## config.mk

```make
export PLATFORM = sky130hd
export DESIGN_NAME = lsu_subsystem
export DESIGN_NICKNAME = d
export VERILOG_FILES = /design/src/hw/lsu_pkg.sv /design/src/hw/axi_pkg.sv /design/src/hw/lsu_cfg_regs.sv /design/src/hw/lsu_axi_master.sv /design/src/hw/axi_sram_slave.sv /design/src/hw/lsu_subsystem.sv
export SDC_FILE = /design/constraint.sdc
export NUM_CORES = 2
export LEC_CHECK = 0
export BUFFER_PORTS_ARGS = -buffer_cell sky130_fd_sc_hd__buf_2
export CAP_MARGIN = 20
export CORE_UTILIZATION = 45
export CTS_CLUSTER_SIZE = 8
export DETAILED_ROUTE_END_ITERATION = 8
export PLACE_DENSITY = 0.66
export SETUP_SLACK_MARGIN = 0.2
export SYNTH_ARGS = -nofsm -noshare
export SYNTH_HDL_FRONTEND = slang
export SYNTH_HIERARCHICAL = 1
export SYNTH_SLANG_ARGS = --single-unit
```

## constraint.sdc

```tcl
create_clock -name clock -period 12.3 [get_ports clock]
set_clock_uncertainty 0.1 [all_clocks]
set_input_delay 1.23 -clock clock [delete_from_list [all_inputs] [get_ports clock]]
set_output_delay 1.23 -clock clock [all_outputs]
set_load 0.05 [all_outputs]
```

## src/hw/lsu_pkg.sv

```systemverilog
package lsu_pkg;

    localparam int ADDR_W     = 32;
    localparam int DATA_W     = 64;
    localparam int STRB_W     = DATA_W / 8;
    localparam int CFG_ADDR_W = 2;

    // core-side request type
    typedef enum logic {
        OP_READ  = 1'b0,
        OP_WRITE = 1'b1
    } mem_op_e;

    // bytes = 1 << size, same coding as AXI size up to 8 bytes
    typedef enum logic [1:0] {
        SZ_B = 2'd0,
        SZ_H = 2'd1,
        SZ_W = 2'd2,
        SZ_D = 2'd3
    } mem_size_e;

    // config register map
    typedef enum logic [CFG_ADDR_W-1:0] {
        REG_WIN_BASE  = 2'd0,
        REG_WIN_LIMIT = 2'd1,
        REG_ERR_COUNT = 2'd2,   // any write clears
        REG_LAST_ERR  = 2'd3    // read only
    } cfg_reg_e;

endpackage

```

## src/hw/axi_pkg.sv

```systemverilog
package axi_pkg;

    localparam int AXI_ID_W = 4;

    // fixed attributes driven by the bridge
    localparam logic [AXI_ID_W-1:0] AXI_ID_LSU       = 4'd1;
    localparam logic [2:0]          AXI_PROT_DATA    = 3'b000;  // unpriv, secure, data
    localparam logic [1:0]          AXI_BURST_INCR   = 2'b01;
    localparam logic [3:0]          AXI_CACHE_NORMAL = 4'b0010; // normal, non-cacheable

    typedef enum logic [1:0] {
        RESP_OKAY   = 2'b00,
        RESP_EXOKAY = 2'b01,
        RESP_SLVERR = 2'b10,
        RESP_DECERR = 2'b11
    } axi_resp_e;

    // slave depth in 64-bit words, 512 bytes
    localparam int SRAM_WORDS = 64;
    localparam int SRAM_IDX_W = $clog2(SRAM_WORDS);

endpackage

```

## src/hw/lsu_cfg_regs.sv

```systemverilog
`timescale 1ns/1ns

module lsu_cfg_regs (
    input  logic                             clock,
    input  logic                             reset,
    input  logic                             cfg_we_i,
    input  logic [lsu_pkg::CFG_ADDR_W-1:0]   cfg_addr_i,
    input  logic [lsu_pkg::ADDR_W-1:0]       cfg_wdata_i,
    output logic [lsu_pkg::ADDR_W-1:0]       cfg_rdata_o,
    output logic [lsu_pkg::ADDR_W-1:0]       win_base_o,
    output logic [lsu_pkg::ADDR_W-1:0]       win_limit_o,
    input  logic                             err_pulse_i,
    input  logic [lsu_pkg::ADDR_W-1:0]       err_addr_i
);
    import lsu_pkg::*;

    logic [ADDR_W-1:0] win_base_q;
    logic [ADDR_W-1:0] win_limit_q;
    logic [ADDR_W-1:0] err_cnt_q;
    logic [ADDR_W-1:0] last_err_q;
    logic              clr_cnt;

    assign clr_cnt = cfg_we_i && (cfg_addr_i == REG_ERR_COUNT);

    always_ff @(posedge clock or negedge reset) begin
        if (!reset) begin
            win_base_q  <= '0;
            win_limit_q <= '1;          // whole space open
            err_cnt_q   <= '0;
            last_err_q  <= '0;
        end else begin
            if (cfg_we_i && cfg_addr_i == REG_WIN_BASE)
                win_base_q <= cfg_wdata_i;
            if (cfg_we_i && cfg_addr_i == REG_WIN_LIMIT)
                win_limit_q <= cfg_wdata_i;
            if (clr_cnt)
                err_cnt_q <= '0;        // clear beats a same-cycle error
            else if (err_pulse_i && err_cnt_q != '1)
                err_cnt_q <= err_cnt_q + 1'b1;
            if (err_pulse_i)
                last_err_q <= err_addr_i;
        end
    end

    always_comb begin
        case (cfg_addr_i)
            REG_WIN_BASE:  cfg_rdata_o = win_base_q;
            REG_WIN_LIMIT: cfg_rdata_o = win_limit_q;
            REG_ERR_COUNT: cfg_rdata_o = err_cnt_q;
            default:       cfg_rdata_o = last_err_q;
        endcase
    end

    assign win_base_o  = win_base_q;
    assign win_limit_o = win_limit_q;

endmodule

```

## src/hw/lsu_axi_master.sv

```systemverilog
`timescale 1ns/1ns

module lsu_axi_master (
    input  logic                           clock,
    input  logic                           reset,
    input  logic                           req_valid_i,
    input  lsu_pkg::mem_op_e               req_op_i,
    input  lsu_pkg::mem_size_e             req_size_i,
    input  logic [lsu_pkg::ADDR_W-1:0]     req_addr_i,
    input  logic [lsu_pkg::DATA_W-1:0]     req_wdata_i,
    output logic                           busy_o,
    output logic                           done_o,
    output logic [lsu_pkg::DATA_W-1:0]     rdata_o,
    output logic                           err_o,
    input  logic [lsu_pkg::ADDR_W-1:0]     win_base_i,
    input  logic [lsu_pkg::ADDR_W-1:0]     win_limit_i,
    output logic                           err_pulse_o,
    output logic [lsu_pkg::ADDR_W-1:0]     err_addr_o,
    output logic                           aw_valid_o,
    input  logic                           aw_ready_i,
    output logic [lsu_pkg::ADDR_W-1:0]     aw_addr_o,
    output logic [2:0]                     aw_size_o,
    output logic [axi_pkg::AXI_ID_W-1:0]   aw_id_o,
    output logic [2:0]                     aw_prot_o,
    output logic [3:0]                     aw_cache_o,
    output logic [1:0]                     aw_burst_o,
    output logic [7:0]                     aw_len_o,
    output logic                           w_valid_o,
    input  logic                           w_ready_i,
    output logic [lsu_pkg::DATA_W-1:0]     w_data_o,
    output logic [lsu_pkg::STRB_W-1:0]     w_strb_o,
    output logic                           w_last_o,
    input  logic                           b_valid_i,
    output logic                           b_ready_o,
    input  axi_pkg::axi_resp_e             b_resp_i,
    output logic                           ar_valid_o,
    input  logic                           ar_ready_i,
    output logic [lsu_pkg::ADDR_W-1:0]     ar_addr_o,
    output logic [2:0]                     ar_size_o,
    output logic [axi_pkg::AXI_ID_W-1:0]   ar_id_o,
    output logic [2:0]                     ar_prot_o,
    output logic [3:0]                     ar_cache_o,
    output logic [1:0]                     ar_burst_o,
    output logic [7:0]                     ar_len_o,
    input  logic                           r_valid_i,
    output logic                           r_ready_o,
    input  logic [lsu_pkg::DATA_W-1:0]     r_data_i,
    input  axi_pkg::axi_resp_e             r_resp_i
);
    import lsu_pkg::*;
    import axi_pkg::*;

    typedef enum logic [2:0] {
        ST_IDLE, ST_AW, ST_W, ST_B, ST_AR, ST_R, ST_DONE, ST_BLOCK
    } state_e;

    state_e            state_q, state_d;
    mem_size_e         size_q;
    logic [ADDR_W-1:0] addr_q;
    logic [DATA_W-1:0] wdata_q;
    logic [DATA_W-1:0] rdata_q;
    logic              err_q;
    logic              accept;
    logic              in_win;
    logic [2:0]        off;         // byte lane of the access
    logic [STRB_W-1:0] size_strb;   // right-aligned byte mask
    logic [DATA_W-1:0] size_bits;

    assign accept = (state_q == ST_IDLE) && req_valid_i;
    assign in_win = (req_addr_i >= win_base_i) && (req_addr_i <= win_limit_i);
    assign off    = addr_q[2:0];

    always_comb begin
        size_strb = STRB_W'((32'd1 << (32'd1 << size_q)) - 32'd1);
        for (int i = 0; i < STRB_W; i++) begin
            size_bits[i*8 +: 8] = {8{size_strb[i]}};
        end
    end

    always_comb begin
        state_d = state_q;
        case (state_q)
            ST_IDLE: begin
                if (req_valid_i) begin
                    if (!in_win)
                        state_d = ST_BLOCK;     // refused locally
                    else if (req_op_i == OP_WRITE)
                        state_d = ST_AW;
                    else
                        state_d = ST_AR;
                end
            end
            ST_AW:   if (aw_ready_i) state_d = ST_W;
            ST_W:    if (w_ready_i) state_d = ST_B;
            ST_B:    if (b_valid_i) state_d = ST_DONE;
            ST_AR:   if (ar_ready_i) state_d = ST_R;
            ST_R:    if (r_valid_i) state_d = ST_DONE;
            default: state_d = ST_IDLE;      // DONE, BLOCK
        endcase
    end

    always_ff @(posedge clock or negedge reset) begin
        if (!reset) begin
            state_q <= ST_IDLE;
            err_q   <= 1'b0;
        end else begin
            state_q <= state_d;
            if (accept)
                err_q <= 1'b0;
            else if (state_q == ST_B && b_valid_i)
                err_q <= (b_resp_i != RESP_OKAY);
            else if (state_q == ST_R && r_valid_i)
                err_q <= (r_resp_i != RESP_OKAY);
        end
    end

    always_ff @(posedge clock) begin
        if (accept) begin
            size_q  <= req_size_i;
            addr_q  <= req_addr_i;
            wdata_q <= req_wdata_i;
            rdata_q <= '0;
        end else if (state_q == ST_R && r_valid_i) begin
            // selected bytes down to bit 0, upper bits zero
            rdata_q <= (r_resp_i == RESP_OKAY) ? ((r_data_i >> {off, 3'b000}) & size_bits) : '0;
        end
    end

    assign busy_o      = (state_q != ST_IDLE);
    assign done_o      = (state_q == ST_DONE) || (state_q == ST_BLOCK);
    assign err_o       = ((state_q == ST_DONE) && err_q) || (state_q == ST_BLOCK);
    assign rdata_o     = rdata_q;
    assign err_pulse_o = err_o;
    assign err_addr_o  = addr_q;

    assign aw_valid_o = (state_q == ST_AW);
    assign aw_addr_o  = {addr_q[ADDR_W-1:3], 3'b000};
    assign aw_size_o  = {1'b0, size_q};
    assign aw_id_o    = AXI_ID_LSU;
    assign aw_prot_o  = AXI_PROT_DATA;
    assign aw_cache_o = AXI_CACHE_NORMAL;
    assign aw_burst_o = AXI_BURST_INCR;
    assign aw_len_o   = 8'd0;           // single beat

    assign w_valid_o  = (state_q == ST_W);
    assign w_data_o   = wdata_q << {off, 3'b000};
    assign w_strb_o   = size_strb << off;
    assign w_last_o   = 1'b1;
    assign b_ready_o  = (state_q == ST_B);

    assign ar_valid_o = (state_q == ST_AR);
    assign ar_addr_o  = {addr_q[ADDR_W-1:3], 3'b000};
    assign ar_size_o  = {1'b0, size_q};
    assign ar_id_o    = AXI_ID_LSU;
    assign ar_prot_o  = AXI_PROT_DATA;
    assign ar_cache_o = AXI_CACHE_NORMAL;
    assign ar_burst_o = AXI_BURST_INCR;
    assign ar_len_o   = 8'd0;
    assign r_ready_o  = (state_q == ST_R);

endmodule

```

## src/hw/axi_sram_slave.sv

```systemverilog
`timescale 1ns/1ns

module axi_sram_slave (
    input  logic                           clock,
    input  logic                           reset,
    input  logic                           aw_valid_i,
    output logic                           aw_ready_o,
    input  logic [lsu_pkg::ADDR_W-1:0]     aw_addr_i,
    input  logic [axi_pkg::AXI_ID_W-1:0]   aw_id_i,
    input  logic                           w_valid_i,
    output logic                           w_ready_o,
    input  logic [lsu_pkg::DATA_W-1:0]     w_data_i,
    input  logic [lsu_pkg::STRB_W-1:0]     w_strb_i,
    output logic                           b_valid_o,
    input  logic                           b_ready_i,
    output axi_pkg::axi_resp_e             b_resp_o,
    output logic [axi_pkg::AXI_ID_W-1:0]   b_id_o,
    input  logic                           ar_valid_i,
    output logic                           ar_ready_o,
    input  logic [lsu_pkg::ADDR_W-1:0]     ar_addr_i,
    input  logic [axi_pkg::AXI_ID_W-1:0]   ar_id_i,
    output logic                           r_valid_o,
    input  logic                           r_ready_i,
    output logic [lsu_pkg::DATA_W-1:0]     r_data_o,
    output axi_pkg::axi_resp_e             r_resp_o,
    output logic [axi_pkg::AXI_ID_W-1:0]   r_id_o
);
    import lsu_pkg::*;
    import axi_pkg::*;

    typedef enum logic [1:0] {
        WS_IDLE, WS_DATA, WS_RESP
    } wstate_e;

    typedef enum logic {
        RS_IDLE, RS_DATA
    } rstate_e;

    wstate_e           wstate_q;
    rstate_e           rstate_q;
    logic [DATA_W-1:0] mem [SRAM_WORDS];
    logic [ADDR_W-4:0] aw_word_q;       // latched word index
    logic [ADDR_W-4:0] ar_word;
    logic              aw_hit;
    logic              ar_hit;

    assign aw_hit  = (aw_word_q < SRAM_WORDS);
    assign ar_word = ar_addr_i[ADDR_W-1:3];
    assign ar_hit  = (ar_word < SRAM_WORDS);

    always_ff @(posedge clock or negedge reset) begin
        if (!reset) begin
            wstate_q <= WS_IDLE;
        end else begin
            case (wstate_q)
                WS_IDLE: if (aw_valid_i) wstate_q <= WS_DATA;
                WS_DATA: if (w_valid_i) wstate_q <= WS_RESP;
                WS_RESP: if (b_ready_i) wstate_q <= WS_IDLE;
                default: wstate_q <= WS_IDLE;
            endcase
        end
    end

    always_ff @(posedge clock) begin
        if (aw_valid_i && aw_ready_o) begin
            aw_word_q <= aw_addr_i[ADDR_W-1:3];
            b_id_o    <= aw_id_i;
        end
        if (w_valid_i && w_ready_o) begin
            b_resp_o <= aw_hit ? RESP_OKAY : RESP_SLVERR;
            if (aw_hit) begin
                // byte merge under strobes
                for (int i = 0; i < STRB_W; i++) begin
                    if (w_strb_i[i])
                        mem[aw_word_q[SRAM_IDX_W-1:0]][i*8 +: 8] <= w_data_i[i*8 +: 8];
                end
            end
        end
    end

    always_ff @(posedge clock or negedge reset) begin
        if (!reset) begin
            rstate_q <= RS_IDLE;
        end else begin
            case (rstate_q)
                RS_IDLE: if (ar_valid_i) rstate_q <= RS_DATA;
                default: if (r_ready_i) rstate_q <= RS_IDLE;
            endcase
        end
    end

    always_ff @(posedge clock) begin
        if (ar_valid_i && ar_ready_o) begin
            r_data_o <= ar_hit ? mem[ar_word[SRAM_IDX_W-1:0]] : '0;
            r_resp_o <= ar_hit ? RESP_OKAY : RESP_SLVERR;
            r_id_o   <= ar_id_i;
        end
    end

    assign aw_ready_o = (wstate_q == WS_IDLE);
    assign w_ready_o  = (wstate_q == WS_DATA);
    assign b_valid_o  = (wstate_q == WS_RESP);
    assign ar_ready_o = (rstate_q == RS_IDLE);
    assign r_valid_o  = (rstate_q == RS_DATA);  // one cycle after AR

endmodule

```

## src/hw/lsu_subsystem.sv

```systemverilog
`timescale 1ns/1ns

module lsu_subsystem (
    input  logic                             clock,
    input  logic                             reset,
    input  logic                             req_valid_i,
    input  lsu_pkg::mem_op_e                 req_op_i,
    input  lsu_pkg::mem_size_e               req_size_i,
    input  logic [lsu_pkg::ADDR_W-1:0]       req_addr_i,
    input  logic [lsu_pkg::DATA_W-1:0]       req_wdata_i,
    output logic                             busy_o,
    output logic                             done_o,
    output logic [lsu_pkg::DATA_W-1:0]       rdata_o,
    output logic                             err_o,
    input  logic                             cfg_we_i,
    input  logic [lsu_pkg::CFG_ADDR_W-1:0]   cfg_addr_i,
    input  logic [lsu_pkg::ADDR_W-1:0]       cfg_wdata_i,
    output logic [lsu_pkg::ADDR_W-1:0]       cfg_rdata_o
);
    import lsu_pkg::*;
    import axi_pkg::*;

    logic [ADDR_W-1:0]   win_base, win_limit, err_addr;
    logic                err_pulse;
    logic                aw_valid, aw_ready, w_valid, w_ready, b_valid, b_ready;
    logic                ar_valid, ar_ready, r_valid, r_ready;
    logic [ADDR_W-1:0]   aw_addr, ar_addr;
    logic [AXI_ID_W-1:0] aw_id, ar_id;
    logic [DATA_W-1:0]   w_data, r_data;
    logic [STRB_W-1:0]   w_strb;
    axi_resp_e           b_resp, r_resp;

    lsu_cfg_regs u_cfg (
        .clock, .reset,
        .cfg_we_i, .cfg_addr_i, .cfg_wdata_i, .cfg_rdata_o,
        .win_base_o (win_base), .win_limit_o (win_limit),
        .err_pulse_i (err_pulse), .err_addr_i (err_addr)
    );

    // attribute outputs stay open, the slave ignores them
    lsu_axi_master u_master (
        .clock, .reset,
        .req_valid_i, .req_op_i, .req_size_i, .req_addr_i, .req_wdata_i,
        .busy_o, .done_o, .rdata_o, .err_o,
        .win_base_i (win_base), .win_limit_i (win_limit),
        .err_pulse_o (err_pulse), .err_addr_o (err_addr),
        .aw_valid_o (aw_valid), .aw_ready_i (aw_ready), .aw_addr_o (aw_addr),
        .aw_size_o (), .aw_id_o (aw_id), .aw_prot_o (), .aw_cache_o (),
        .aw_burst_o (), .aw_len_o (),
        .w_valid_o (w_valid), .w_ready_i (w_ready), .w_data_o (w_data),
        .w_strb_o (w_strb), .w_last_o (),
        .b_valid_i (b_valid), .b_ready_o (b_ready), .b_resp_i (b_resp),
        .ar_valid_o (ar_valid), .ar_ready_i (ar_ready), .ar_addr_o (ar_addr),
        .ar_size_o (), .ar_id_o (ar_id), .ar_prot_o (), .ar_cache_o (),
        .ar_burst_o (), .ar_len_o (),
        .r_valid_i (r_valid), .r_ready_o (r_ready), .r_data_i (r_data),
        .r_resp_i (r_resp)
    );

    axi_sram_slave u_sram (
        .clock, .reset,
        .aw_valid_i (aw_valid), .aw_ready_o (aw_ready), .aw_addr_i (aw_addr),
        .aw_id_i (aw_id),
        .w_valid_i (w_valid), .w_ready_o (w_ready), .w_data_i (w_data), .w_strb_i (w_strb),
        .b_valid_o (b_valid), .b_ready_i (b_ready), .b_resp_o (b_resp), .b_id_o (),
        .ar_valid_i (ar_valid), .ar_ready_o (ar_ready), .ar_addr_i (ar_addr),
        .ar_id_i (ar_id),
        .r_valid_o (r_valid), .r_ready_i (r_ready), .r_data_o (r_data),
        .r_resp_o (r_resp), .r_id_o ()
    );

endmodule

```

== Word-level counts from Yosys, hierarchy flattened ==
Memory sizes are Yosys's and may differ from the RTL's. A register that Yosys moved wholly into a read port is not among the register bits.
Cells that the tools add are included.

* Register bits: 330
* Memory bits (writable): 4,096
* Output and inout port bits: 99
* Memories kept: 1

* $add $sub $neg: 2
* $lt $le $gt $ge: 4
* Eq/ne operators: 21
* Shift operators: 5
* Multiplexer cells: 57
* Bitwise logic cells: 2
* Reductions and logical operators: 26

{| class="wikitable"
|+ Memories
! name !! words !! bits a word !! read ports !! clocked after Yosys merged registers in !! write ports !! RTL line !! text
|-
| u_sram.mem || 64 || 64 || 1 || 1 || 1 || axi_sram_slave.sv:41 || <nowiki>logic [DATA_W-1:0] mem [SRAM_WORDS];</nowiki>
|}

{| class="wikitable"
|+ Operator list
! operator !! number
|-
| one-hot mux 32 bit (3 select lines) || 1
|-
| AND 64 bit || 1
|-
| 2-to-1 mux 32 bit || 2
|-
| 2-to-1 mux 64 bit || 1
|-
| left shift 64 x 6 -> 64 bit || 1
|-
| >> shifter 64 x 6 -> 64 bit || 1
|-
| < comparator 29 x 7 -> 1 bit, second input constant || 2
|-
| 2-to-1 mux 1 bit || 38
|-
| adder 32 x 1 -> 32 bit, second input constant || 1
|-
| greater-or-equal comparator 32 bit || 1
|-
| <= comparator 32 bit || 1
|-
| != test 32 bit, second input constant || 1
|-
| left shift 1 x 2 -> 32 bit, first input constant || 1
|-
| left shift 1 x 32 -> 8 bit, first input constant || 1
|-
| 2-to-1 mux 3 bit || 8
|-
| one-hot mux 3 bit (6 select lines) || 1
|-
| equality test 3 bit, second input constant || 4
|-
| logical AND 1 bit || 12
|-
| 2-to-1 mux 2 bit || 5
|-
| != test 2 bit, second input constant || 5
|-
| != test 2 x 1 -> 1 bit, second input constant || 4
|-
| left shift 8 x 3 -> 8 bit || 1
|-
| subtractor 8 x 1 -> 8 bit, second input constant || 1
|-
| equality test 3 x 2 -> 1 bit, second input constant || 2
|-
| other kinds (13) || 21
|}

== Logic depth before layout (Yosys ltp) ==
* Word-level depth: 8
* Gate-level depth with buffers: 12
* Mapped depth without buffers: 9

== Modules after synthesis ==
The synthesis kept the hierarchy.

{| class="wikitable"
|+ By module, submodules not included
! module !! times used !! cells an instance !! area each (um^2) !! seq. area each (um^2)
|-
| axi_sram_slave || 1 || 7,293 || 162,129.2 || 126,166.0
|-
| lsu_axi_master || 1 || 1,177 || 11,043.1 || 4,324.1
|-
| lsu_cfg_regs || 1 || 456 || 6,226.0 || 3,243.1
|}

== Worst setup path after synthesis ==
No wires, ideal clock.

* Path type: reg-to-reg
* From: register u_master.addr_q[1] (netlist: u_master/err_addr_o[1])
* To: memory u_sram.mem[0][41] (data pin)
* Setup time: 0.729 ns
* Arrival time: 4.170 ns
* Required time: 11.471 ns
* Setup slack: 7.301 ns
* Cell stages (with the launch flop): 8
* Buffers on the path: 4
* Clock period less this slack: 4.999 ns
* Path through: edfxtp_1 buf_2 inv_1 buf_2 buf_2 buf_1 nor2_1 o32ai_1

* Cells in the longest elaborated chain, start to end: 1

{| class="wikitable"
|+ Ends and longest elaborated chain
! what !! RTL line !! text
|-
| start, declared || lsu_axi_master.sv:59 || <nowiki>logic [ADDR_W-1:0] addr_q;</nowiki>
|-
| start signal, assigned || lsu_axi_master.sv:120 || <nowiki>addr_q <= req_addr_i;</nowiki>
|-
| left shift 64 x 6 -> 64 bit || lsu_axi_master.sv:146 || <nowiki>assign w_data_o = wdata_q << {off, 3'b000};</nowiki>
|-
| named net w_data[41] || lsu_subsystem.sv:29 || <nowiki>logic [DATA_W-1:0] w_data, r_data;</nowiki>
|-
| end, declared || axi_sram_slave.sv:41 ||
|}

The timed path passes the listed nets, and every way through them passes these cells.

== Worst setup path after layout ==
* From: register u_master.addr_q[0] (netlist: u_master/err_addr_o[0])
* To: memory u_sram.mem[60][22] (enable)

* Cells in the longest elaborated chain, start to end: 5

{| class="wikitable"
|+ Ends and longest elaborated chain
! what !! RTL line !! text
|-
| left shift 8 x 3 -> 8 bit || lsu_axi_master.sv:147 || <nowiki>assign w_strb_o = size_strb << off;</nowiki>
|-
| named net w_strb[2] || lsu_subsystem.sv:30 || <nowiki>logic [STRB_W-1:0] w_strb;</nowiki>
|-
| 2-to-1 mux 1 bit || axi_sram_slave.sv:74 || <nowiki>if (w_strb_i[i])</nowiki>
|-
| 2-to-1 mux 1 bit || axi_sram_slave.sv:71 || <nowiki>if (aw_hit) begin</nowiki>
|-
| 2-to-1 mux 1 bit || axi_sram_slave.sv:69 || <nowiki>if (w_valid_i && w_ready_o) begin</nowiki>
|-
| 2-to-1 mux 1 bit (implied by the code) || axi_sram_slave.sv:75 || <nowiki>mem[aw_word_q[SRAM_IDX_W-1:0]][i*8 +: 8] <= w_data_i[i*8 +: 8];</nowiki>
|}

The timed path passes the listed nets, and every way through them passes these cells.

==> impl_metrics.csv <==
group,metric,value,unit
timing,fin_crit_sh,41.3,%
routing,first_pass_iters,6,
final_layout,area_growth,13.8,%
clock_network,ctsHoldBuffers,0,
timing,finalHoldViolCount,0,
floorplan,ioPinCount,236,
routing,vias,94900,
job,maxCapViolCount,0,
critical_path,r2r_setup_slack,7.22,ns
routing,finalWirelength,520000,um
yosys,syn_inst,8863,
critical_path,reg2reg_from,"u_master/err_addr_o[0]",
timing,period_needed,5.08,ns
critical_path,rr_worst_depth,9,
routing,ant_nets,0,
place,place.port_buffers,235,
yosys,syn-cell-area,179000,sq um
power_and_ir_drop,cellLeakagePower,65.5,nW
clock_network,numCtsBuffers,632,
clock_network,clock_latency,1.06,ns
routing,avgViaCountPerCell,6.40,
floorplan,initial_utilization,45.2,%
clock_network,cts_setup_buffers,0,
critical_path,timing.critical_path.required,12.85,ns
timing,max_clock_freq,197,MHz
timing,slew_viol_final,0,
floorplan,die_y,632,um
timing,finalSetupViolations,0,
power_and_ir_drop,powerDensity,189,nW/um^2
floorplan,die_area,400000,sq um
outcome,status,"completed",
critical_path,critPathLaunch,"u_master/err_addr_o[0]",
timing,tightest_slew,1.30,ns
routing,wl_per_cell,35.0,um
power_and_ir_drop,ir_drop,0.145,mV
clock_network,clk_pin_slew,0.05,ns
yosys,yosys_warnings,6,
worst_hold_path,hp-class,"primary input to asynchronous set/reset pin",
critical_path,reg2reg_to,"u_sram/mem[60][22]",
place,hpwlAfterDp,316000,um
global_routing,grt_pass1_vias,93700,
clock_network,cts_resized,0,
final_layout,layout_common_cells,"4,289 x edfxtp_1, 1,142 x mux4_2, 700 x nor2_1",
global_routing,gr-total-overflow,0,
clock_network,max-clock-path-buffers,4,
global_routing,grt_start_max_net_pins,164,
yosys,avgSynthCellArea,20.2,sq um
global_routing,antenna_found_initial,63,
timing,relSlewSlack,10.9,%
critical_path,worstSetupPathType,"register to register",
clock_network,cts_sinks,4488,
critical_path,startpoint_type,"register",
final_layout,drive_gt1_share,27.8,%
clock_network,clockRootBuffer,"clkbuf_16",
clock_network,cts_tree,"done",
final_layout,final_util,51.4,%
timing,rsz0062_at_grt,"false",
critical_path,cp-end-kind,"register",
floorplan,core,396000,sq um
timing,setup_tns,0,ns
timing,hold_ws,0.0932,ns
final_layout,final.fill_count,30300,
global_routing,grt_usage,25.7,%
critical_path,path_max_fanout,64,
global_routing,grt_pass1_wl,727000,um
final_layout,fin_nets,9582,
floorplan,fp.dieW,632,um
final_layout,final_common_cell,"edfxtp_1",
routing,drc,0,
floorplan,core.rowCount,231,
routing,drtIter0Drc,14000,
critical_path,cp.arrival,5.63,ns
place,gp_congestion,0.898,
clock_network,htreeDepth,6,
critical_path,crit_end,"u_sram/mem[60][22]",
==> sequential cells by signal, indices dropped and copies added, names as in the netlist, 32 cells and up <==
signal               count
u_cfg/win_limit_o       32
u_cfg/last_err_q        32
u_sram/r_data_o         64
u_sram/mem            4096
u_cfg/win_base_o        32
u_master/wdata_q        64
u_master/err_addr_o     32
u_cfg/err_cnt_q         32
u_master/rdata_o        64
==> report_power, final <==
group	switching, mW	internal, mW	total, mW
combinational	3.37	1.59	4.95
sequential	0.368	17.7	18.1
clock	6.21	9.25	15.5
total	9.94	28.5	38.5
==> cell type report <==
| class | count | area, sq um | share of cell area [%] |
|---|---|---|---|
| antenna | 84 | 210 | 0.103 |
| clock buffer | 708 | 16200 | 7.99 |
| clock inverter | 52 | 963 | 0.473 |
| inverter | 82 | 328 | 0.161 |
| multi-input combinational | 3713 | 42500 | 20.9 |
| sequential | 4488 | 133000 | 65.6 |
| tap | 5242 | 6560 | 3.22 |
| timing repair buffer | 463 | 3240 | 1.59 |
==> worst min-delay path by stage <==
stage | slack [ns] | cells after the start | to
after floorplan | 0.35 | 1 | u_sram/wstate_q[0]
after global placement | 0.36 | 0 | u_sram/aw_word_q[24]
after detailed placement | 0.37 | 0 | u_sram/aw_word_q[28]
after CTS | 0.07 | 1 | u_master/state_q[0]
after global routing | 0.12 | 1 | u_master/state_q[0]
final | 0.09 | 1 | u_master/state_q[0]
==> critical path: stages (launching register included) <==
cell and delay [ns]:
edfxtp_1 0.34, buf_4 0.30, buf_4 0.73, buf_4 0.75, a21o_1 0.22, nand2_1 0.08, a21oi_1 0.72, nand2_2 0.15
buf_4 0.41, nor2_1 0.83
==> through the flow <==
| stage | power [mW] | setup WS, ns | cell area [sq um] | std cells |
|---|---|---|---|---|
| 2_1_floorplan | 21.2 | 7.30 | 179000 | 8864 |
| 3_3_place_gp | 23.1 | 7.31 | 186000 | 14000 |
| 3_5_place_dp | 23.2 | 7.37 | 186000 | 14000 |
| 4_1_cts | 38.6 | 7.40 | 203000 | 14700 |
| 5_1_grt | 39.4 | 7.19 | 203000 | 14800 |
| 6_report | 38.5 | 7.22 | 203000 | 14800 |
==> layer usage <==
metal | GRT usage (%) | up-vias | wire [um]
li1 | - | 37200 | -
met1 | 34.8 | 49700 | 190000
met2 | 37.6 | 7006 | 233000
met3 | 7.89 | 1052 | 70600
met4 | 13.3 | 24 | 25700
met5 | 0.229 | - | 166
(Power assumes the default switching activity.)
